`src/logic/fifo_pkg.sv`:
```
`default_nettype none

package fifo_pkg;

  // ------------------------------------------------------------------------
  // Geometry
  // ------------------------------------------------------------------------
  localparam int DATA_WIDTH        = 8;
  localparam int DEPTH             = 8;
  localparam int THRESHOLD         = 6;
  localparam int RAM_WORDS         = DEPTH - 1;  // The head entry lives in a flip-flop.
  localparam int MATCH_COUNT_WIDTH = 2;          // All ones marks a saturated entry.

  // ------------------------------------------------------------------------
  // Vector types
  // ------------------------------------------------------------------------
  typedef logic [DATA_WIDTH-1:0]          data_t;
  typedef logic [$clog2(DEPTH+1)-1:0]     count_t;    // Entry count from 0 to DEPTH.
  typedef logic [$clog2(RAM_WORDS)-1:0]   ram_ptr_t;
  typedef logic [$clog2(DEPTH)-1:0]       ptr_t;      // Entry index for repeat counters.

endpackage

`default_nettype wire

```
`src/logic/fifo_controller.sv`:
```
`timescale 1ns/1ps
`default_nettype none

module fifo_controller (
  input  var logic               i_clk,
  input  var logic               i_rst_n,
  input  var logic               i_clear,
  input  var logic               i_push,
  input  var logic               i_pop,
  input  var fifo_pkg::data_t    i_data,
  output logic                   o_empty,
  output logic                   o_almost_full,
  output logic                   o_full,
  output fifo_pkg::count_t       o_word_count,
  output fifo_pkg::ram_ptr_t     o_write_pointer,
  output fifo_pkg::ram_ptr_t     o_read_pointer,
  output logic                   o_write_to_ff,
  output logic                   o_write_to_ram,
  output logic                   o_read_from_ram
);

  typedef logic [fifo_pkg::MATCH_COUNT_WIDTH-1:0] match_count_t;

  logic                        push_new;     // Push that opens a new entry.
  logic                        push_match;   // Push that joins the newest entry.
  logic                        pop_word;
  logic                        pop_entry;    // Pop that retires the head entry.
  logic                        update_state;
  fifo_pkg::count_t            word_count;
  fifo_pkg::count_t            count_next;
  logic                        empty_q;
  logic                        almost_full_q;
  logic                        full_q;
  logic                        write_to_ff;
  logic                        write_to_ram;
  logic                        read_from_ram;
  logic                        ram_empty_next;
  fifo_pkg::ram_ptr_t          ram_wr_ptr;
  fifo_pkg::ram_ptr_t          ram_rd_ptr;
  fifo_pkg::ptr_t              entry_wr_ptr;
  fifo_pkg::ptr_t              entry_rd_ptr;
  fifo_pkg::ptr_t              entry_last_ptr;
  fifo_pkg::data_t             last_data;
  logic                        match_data;
  logic                        last_word;
  logic [fifo_pkg::DEPTH-1:0]  count_up;
  logic [fifo_pkg::DEPTH-1:0]  count_down;
  match_count_t                match_count [fifo_pkg::DEPTH];

  function automatic fifo_pkg::ram_ptr_t next_ram_ptr(fifo_pkg::ram_ptr_t ptr);
    if (ptr == fifo_pkg::ram_ptr_t'(fifo_pkg::RAM_WORDS - 1)) begin
      return '0;
    end
    return ptr + fifo_pkg::ram_ptr_t'(1);
  endfunction

  always_comb begin
    push_new     = i_push && !i_clear && !full_q && !match_data;
    push_match   = i_push && match_data;
    pop_word     = i_pop && !i_clear && !empty_q;
    pop_entry    = pop_word && last_word;
    update_state = push_new || pop_entry || i_clear;
  end

  // --------------------------------------------------------------------------
  // Entry counter and flags
  // --------------------------------------------------------------------------
  always_comb begin
    if (i_clear) begin
      count_next = '0;
    end else if (push_new && !pop_entry) begin
      count_next = word_count + fifo_pkg::count_t'(1);
    end else if (pop_entry && !push_new) begin
      count_next = word_count - fifo_pkg::count_t'(1);
    end else begin
      count_next = word_count;
    end
  end

  always_ff @(posedge i_clk, negedge i_rst_n) begin
    if (!i_rst_n) begin
      word_count    <= '0;
      empty_q       <= 1'b1;
      almost_full_q <= 1'b0;
      full_q        <= 1'b0;
    end else if (update_state) begin
      word_count    <= count_next;
      empty_q       <= count_next == '0;
      almost_full_q <= count_next >= fifo_pkg::count_t'(fifo_pkg::THRESHOLD);
      full_q        <= count_next >= fifo_pkg::count_t'(fifo_pkg::DEPTH);
    end
  end

  // --------------------------------------------------------------------------
  // Write and read steering
  // --------------------------------------------------------------------------
  always_comb begin
    if (empty_q || (pop_entry && (word_count == fifo_pkg::count_t'(1)))) begin
      write_to_ff  = push_new;      // Head is free after this edge.
      write_to_ram = 1'b0;
    end else begin
      write_to_ff  = 1'b0;
      write_to_ram = push_new;
    end
    read_from_ram  = pop_entry && (word_count >= fifo_pkg::count_t'(2));
    ram_empty_next = read_from_ram && !write_to_ram &&
                     (word_count == fifo_pkg::count_t'(2));
  end

  always_ff @(posedge i_clk, negedge i_rst_n) begin
    if (!i_rst_n) begin
      ram_wr_ptr <= '0;
      ram_rd_ptr <= '0;
    end else if (i_clear) begin
      ram_wr_ptr <= '0;
      ram_rd_ptr <= '0;
    end else if (ram_empty_next) begin
      ram_wr_ptr <= ram_rd_ptr;     // RAM drained so both pointers meet.
    end else begin
      if (write_to_ram) begin
        ram_wr_ptr <= next_ram_ptr(ram_wr_ptr);
      end
      if (read_from_ram) begin
        ram_rd_ptr <= next_ram_ptr(ram_rd_ptr);
      end
    end
  end

  // --------------------------------------------------------------------------
  // Repeat counters
  // --------------------------------------------------------------------------
  always_ff @(posedge i_clk, negedge i_rst_n) begin
    if (!i_rst_n) begin
      entry_wr_ptr <= '0;
      entry_rd_ptr <= '0;
    end else if (i_clear) begin
      entry_wr_ptr <= '0;
      entry_rd_ptr <= '0;
    end else begin
      if (push_new) begin
        entry_wr_ptr <= entry_wr_ptr + fifo_pkg::ptr_t'(1);
      end
      if (pop_entry) begin
        entry_rd_ptr <= entry_rd_ptr + fifo_pkg::ptr_t'(1);
      end
    end
  end

  always_ff @(posedge i_clk) begin
    if (push_new) begin
      last_data <= i_data;
    end
  end

  always_comb begin
    entry_last_ptr = entry_wr_ptr - fifo_pkg::ptr_t'(1);
    match_data     = !empty_q && (i_data == last_data) && (match_count[entry_last_ptr] != '1);
    for (int i = 0; i < fifo_pkg::DEPTH; i++) begin
      count_up[i]   = (push_new && (entry_wr_ptr == fifo_pkg::ptr_t'(i))) ||
                      (push_match && (entry_last_ptr == fifo_pkg::ptr_t'(i)));
      count_down[i] = pop_word && (entry_rd_ptr == fifo_pkg::ptr_t'(i));
    end
    last_word = (match_count[entry_rd_ptr] == match_count_t'(1)) && !count_up[entry_rd_ptr];
  end

  always_ff @(posedge i_clk, negedge i_rst_n) begin
    if (!i_rst_n) begin
      for (int i = 0; i < fifo_pkg::DEPTH; i++) begin
        match_count[i] <= '0;
      end
    end else if (i_clear) begin
      for (int i = 0; i < fifo_pkg::DEPTH; i++) begin
        match_count[i] <= '0;
      end
    end else begin
      for (int i = 0; i < fifo_pkg::DEPTH; i++) begin
        if (count_up[i] && !count_down[i]) begin
          match_count[i] <= match_count[i] + match_count_t'(1);
        end else if (count_down[i] && !count_up[i]) begin
          match_count[i] <= match_count[i] - match_count_t'(1);
        end
      end
    end
  end

  always_comb begin
    o_empty         = empty_q;
    o_almost_full   = almost_full_q;
    o_full          = full_q && !match_data;   // A matching word still fits.
    o_word_count    = word_count;
    o_write_pointer = ram_wr_ptr;
    o_read_pointer  = ram_rd_ptr;
    o_write_to_ff   = write_to_ff;
    o_write_to_ram  = write_to_ram;
    o_read_from_ram = read_from_ram;
  end

endmodule

`default_nettype wire

```
`src/logic/fifo_ram.sv`:
```
`timescale 1ns/1ps
`default_nettype none

module fifo_ram (
  input  var logic                i_clk,
  input  var logic                i_write,
  input  var fifo_pkg::ram_ptr_t  i_write_pointer,
  input  var fifo_pkg::ram_ptr_t  i_read_pointer,
  input  var fifo_pkg::data_t     i_write_data,
  output fifo_pkg::data_t         o_read_data
);

  fifo_pkg::data_t mem [fifo_pkg::RAM_WORDS];

  // --------------------------------------------------------------------------
  // Storage
  // --------------------------------------------------------------------------
  always_ff @(posedge i_clk) begin
    if (i_write) begin
      mem[i_write_pointer] <= i_write_data;
    end
  end

  // Read is combinational so the head can refill on the pop edge.
  always_comb begin
    o_read_data = mem[i_read_pointer];
  end

endmodule

`default_nettype wire

```
`src/logic/fifo_output_stage.sv`:
```
`timescale 1ns/1ps
`default_nettype none

module fifo_output_stage (
  input  var logic             i_clk,
  input  var logic             i_rst_n,
  input  var logic             i_load_push,
  input  var logic             i_load_ram,
  input  var fifo_pkg::data_t  i_push_data,
  input  var fifo_pkg::data_t  i_ram_data,
  output fifo_pkg::data_t      o_data
);

  fifo_pkg::data_t head;
  fifo_pkg::data_t head_next;
  logic            head_load;

  // --------------------------------------------------------------------------
  // Head select
  // --------------------------------------------------------------------------
  always_comb begin
    head_load = i_load_ram || i_load_push;
    if (i_load_ram) begin
      head_next = i_ram_data;    // Refill from RAM wins over a push.
    end else begin
      head_next = i_push_data;
    end
  end

  always_ff @(posedge i_clk, negedge i_rst_n) begin
    if (!i_rst_n) begin
      head <= '0;
    end else if (head_load) begin
      head <= head_next;
    end
  end

  always_comb begin
    o_data = head;
  end

endmodule

`default_nettype wire

```
`src/logic/fifo_top.sv`:
```
`timescale 1ns/1ps
`default_nettype none

module fifo_top (
  input  var logic             i_clk,
  input  var logic             i_rst_n,
  input  var logic             i_clear,
  input  var logic             i_push,
  input  var logic             i_pop,
  input  var fifo_pkg::data_t  i_data,
  output fifo_pkg::data_t      o_data,
  output logic                 o_empty,
  output logic                 o_almost_full,
  output logic                 o_full,
  output fifo_pkg::count_t     o_word_count
);

  fifo_pkg::ram_ptr_t  write_pointer;
  fifo_pkg::ram_ptr_t  read_pointer;
  logic                write_to_ff;
  logic                write_to_ram;
  logic                read_from_ram;
  fifo_pkg::data_t     ram_read_data;

  fifo_controller u_controller (
    .i_clk            (i_clk),
    .i_rst_n          (i_rst_n),
    .i_clear          (i_clear),
    .i_push           (i_push),
    .i_pop            (i_pop),
    .i_data           (i_data),
    .o_empty          (o_empty),
    .o_almost_full    (o_almost_full),
    .o_full           (o_full),
    .o_word_count     (o_word_count),
    .o_write_pointer  (write_pointer),
    .o_read_pointer   (read_pointer),
    .o_write_to_ff    (write_to_ff),
    .o_write_to_ram   (write_to_ram),
    .o_read_from_ram  (read_from_ram)
  );

  fifo_ram u_ram (
    .i_clk            (i_clk),
    .i_write          (write_to_ram),
    .i_write_pointer  (write_pointer),
    .i_read_pointer   (read_pointer),
    .i_write_data     (i_data),
    .o_read_data      (ram_read_data)
  );

  fifo_output_stage u_output_stage (
    .i_clk            (i_clk),
    .i_rst_n          (i_rst_n),
    .i_load_push      (write_to_ff),
    .i_load_ram       (read_from_ram),
    .i_push_data      (i_data),
    .i_ram_data       (ram_read_data),
    .o_data           (o_data)
  );

endmodule

`default_nettype wire

```
`config.mk`:
```
export PLATFORM = sky130hd
export DESIGN_NAME = fifo_top
export DESIGN_NICKNAME = d
export VERILOG_FILES = /design/src/logic/fifo_pkg.sv /design/src/logic/fifo_controller.sv /design/src/logic/fifo_ram.sv /design/src/logic/fifo_output_stage.sv /design/src/logic/fifo_top.sv
export SDC_FILE = /design/constraint.sdc
export NUM_CORES = 1
export LEC_CHECK = 0
export BUFFER_PORTS_ARGS = -buffer_cell sky130_fd_sc_hd__buf_2
export CELL_PAD_IN_SITES_DETAIL_PLACEMENT = 0
export CELL_PAD_IN_SITES_GLOBAL_PLACEMENT = 1
export CORE_MARGIN = 1.5
export CORE_UTILIZATION = 54
export CTS_CLUSTER_DIAMETER = 120
export DETAILED_ROUTE_END_ITERATION = 8
export PLACE_DENSITY_LB_ADDON = 0.1
export SETUP_SLACK_MARGIN = 0.15
export SYNTH_ARGS = -nofsm -noshare
export SYNTH_HDL_FRONTEND = slang
export SYNTH_SLANG_ARGS = --single-unit
export TNS_END_PERCENT = 10
```
`constraint.sdc`:
```
create_clock -name i_clk -period 8.87 [get_ports i_clk]
set_input_delay 0.4435 -clock i_clk [delete_from_list [all_inputs] [get_ports i_clk]]
set_output_delay 0.4435 -clock i_clk [all_outputs]
set_load 0.01 [all_outputs]
```
==> metrics.txt <==
#FFs+latches synth 107; Die W 107 um; IO buf count 27; synthesized cell area 5830 sq um; Fin Clk Skew 0.0171 ns; Net Count, Synth 527; endpoints failing setup 0; ys async rst share 40.2%; # rows 37; Clk pin slew, worst setup/hold paths 0.10 ns; GRT Util Overall 23.8%; Clk pwr share 32.1%; worst endpoint data arrival time 4.72 ns; share of cells above drive strength 1 19.9%; nets 543; H-tree levels 3; worst-path fanout max 28; global route overflow 0; Total Power Consumption 1.04 mW; Seq/Total Area, Yosys 51.4%; CTS tree yes; Syn-to-layout area delta 7.38%; RSZ-0062 raised after global routing no; CTS sink cnt 107; number of enable flip-flop cells after synthesis 64; Synth Instances 496; fin. max-slew vios 0; Sum Neg Setup Slack 0 ns; Max-Cap Viols 0; drt first pass iters 4; die height 107 um; largest net degree at the start of global routing 44; fin crit period 4.72 ns; WL/cell 19.3 um; clock latency on the worst-skew pair 0.38 ns; switching share of power 25.8%; Post-synth top flop edfxtp_1; slew at the pin with the worst max-slew slack 1.15 ns; Logic pwr share 12.8%; Ys Warns 0; pwr dens 166 nW/um^2; worst hold path class in2async; pre-CTS WS 4.15 ns; Vias/cell 5.94; initial core utilization 56.0%; Reg power frac 55.0%; vias 3881; Core Region 10400 sq um; CTS root buffer clkbuf_8; Post-Route WL 12600 um; routability cong. 0.910; Worst setup EP type register; critical path launch point type register; net switching power figure 0.268 mW; dpl hpwl 8700 um; outcome completed; post-CTS setup buffers 0; io pins 28; Critical Path RT 8.87 ns; first-pass GRT wire length 20700 um; Num CTS Buffers 9; DRC viols 0; clock buffer depth 2; Setup WS post-layout 4.15 ns; Die ar. 11400 sq um; PostCTS Resize Cnt 0; synth unique cells 74; syn avg cell area 11.8 sq um; Crit Path Class reg2reg; LEAKAGE 2.30 nW; initial antenna violation count 0; number of hold buffers added after CTS 0; Pint 0.770 mW; maximum vdd drop 0.0000717 V; antenna-violating nets left 0; Hold Vio Cnt, Final 0; first-iteration detailed-routing DRC count 234; max frequency 212 MHz; vias in the first global route 3949; Slew headroom 22.8%; n_diodes 0; Final Cycle Share 53.2%
-- per-stage QoR --
stage / utilization [%] / cells / hold slack, ns / area, sq um
final: 60.1 / 653 / 0.149 / 6260
after global routing: 60.1 / 653 / 0.199 / 6260
after CTS: 60.1 / 653 / 0.176 / 6260
after detailed placement: 58.1 / 637 / 0.499 / 6050
after global placement: 58.1 / 637 / 0.488 / 6050
after floorplan: - / 496 / 0.148 / 5830
-- registers in the layout (all words and copies together), names as in the netlist --
signal,count
u_controller.entry_rd_ptr,3
u_controller.full_q,1
u_controller.o_read_pointer,3
u_controller.o_almost_full,1
u_controller.match_count,16
u_controller.entry_wr_ptr,3
u_ram.mem,56
u_output_stage.o_data,8
u_controller.o_write_pointer,3
u_controller.last_data,8
u_controller.o_empty,1
u_controller.o_word_count,4
-- worst max-delay path, cell delays in order, from the launching register on --
cell and delay [ns]:
dfrtp_1 0.58, inv_1 0.15, ha_1 0.43, nand4b_1 0.21, nand4_1 0.23, a2111oi_4 0.13, nand2_2 0.18, nand2_2 0.14
inv_1 0.13, buf_4 0.31, a21oi_1 0.15, o211ai_2 0.31, nand2_4 0.21, a211o_1 0.38, nor3_1 0.81
-- cells by family (layout without fill, tap and decap cells) --
kind of cell               count (synthesis)  count (layout)  share of synthesized area [%]
and+or+nand+nor                          173             173                           15.8
DFF                                      107             107                           51.4
AOI/OAI and AO/OA                         80              80                           10.2
muxes                                     51              51                           11.5
buffers and inverters                     38              59                           2.92
xor gates and xnor gates                  29              29                           4.35
adders and majority gates                 18              18                           3.86
-- worst paths after layout --
check	startpoint	to	slack, ns	cells after the start
min in group i_clk	i_data[0]	u_ram.mem[6][0]$_DFFE_PP_	0.40	1
max in group asynchronous	i_rst_n	u_output_stage.o_data[6]$_DFFE_PN0P_	8.29	2
worst min-delay path	i_rst_n	u_controller.match_count[10]$_DFFE_PN0P_	0.15	2
worst max-delay path	u_controller.entry_wr_ptr[0]$_DFFE_PN0P_	u_ram.mem[0][5]$_DFFE_PP_	4.15	14
worst max register to register	u_controller.entry_wr_ptr[0]$_DFFE_PN0P_	u_ram.mem[0][5]$_DFFE_PP_	4.15	14
worst min register to register	u_output_stage.o_data[2]$_DFFE_PN0P_	u_output_stage.o_data[2]$_DFFE_PN0P_	0.52	1
-- cell type report --
class	instances	area [sq um]
fillers	857	4150
multi-input cells	351	2680
clock inverters	5	85.1
flip-flops and latches	107	3000
inverters	14	52.6
well taps	136	170
clock buffers	11	131
repair buffers	29	150
-- routing by layer --
| layer | vias up | global-route usage (%) | part of all wire [%] |
|---|---|---|---|
| li1 | 1858 | - | - |
| met1 | 1942 | 30.9 | 45 |
| met2 | 60 | 40.7 | 50 |
| met3 | 21 | 2.55 | 2.5 |
| met4 | 0 | 9.81 | 2.5 |
| met5 | - | 0 | 0 |
-- Yosys cell counts, types with 12 or more instances --
library cell | number | area (sq um)
a21oi_1 | 12 | 60.1
and2_1 | 12 | 75.1
clkbuf_1 | 17 | 63.8
dfrtp_1 | 42 | 1050
edfxtp_1 | 64 | 1920
ha_1 | 18 | 225
inv_1 | 14 | 52.6
mux2_2 | 27 | 304
mux2i_1 | 14 | 140
nand2_1 | 46 | 173
nand3_1 | 17 | 85.1
nor2_1 | 32 | 120
o21ai_0 | 22 | 110
xnor2_1 | 27 | 236
-- cells in the final DEF (no fill, tap or decap), drive strengths merged, types with 3 or more instances in the layout --
master   netlist  final
o21ai         24     24
a21oi         12     12
or3            4      4
nand2b         4      4
nand3         17     17
nor2          32     32
nand4b         4      4
nor3           6      6
nand2         49     49
buf            7     29
a31oi          3      3
nor2b          9      9
mux2          27     27
nor4           4      4
dfrtp         42     42
or2            9      9
edfxtp        64     64
mux2i         14     14
a22o           3      3
xnor2         27     27
clkbuf        17     11
inv           14     16
nor3b          4      4
and2          12     12
ha            18     18
o31ai          5      5
nand4          6      6
a2111oi        3      3
mux4          10     10
-- power by group through the flow --
stage	clock network [mW]	logic (mW)	registers, mW
global placement	0	0.130	0.582
CTS	0.337	0.134	0.572
finish	0.333	0.133	0.571
floorplan	0	0.0816	0.583
global route	0.355	0.148	0.576
detailed placement	0	0.134	0.583
No activity file was read; power rests on OpenSTA's default activity.
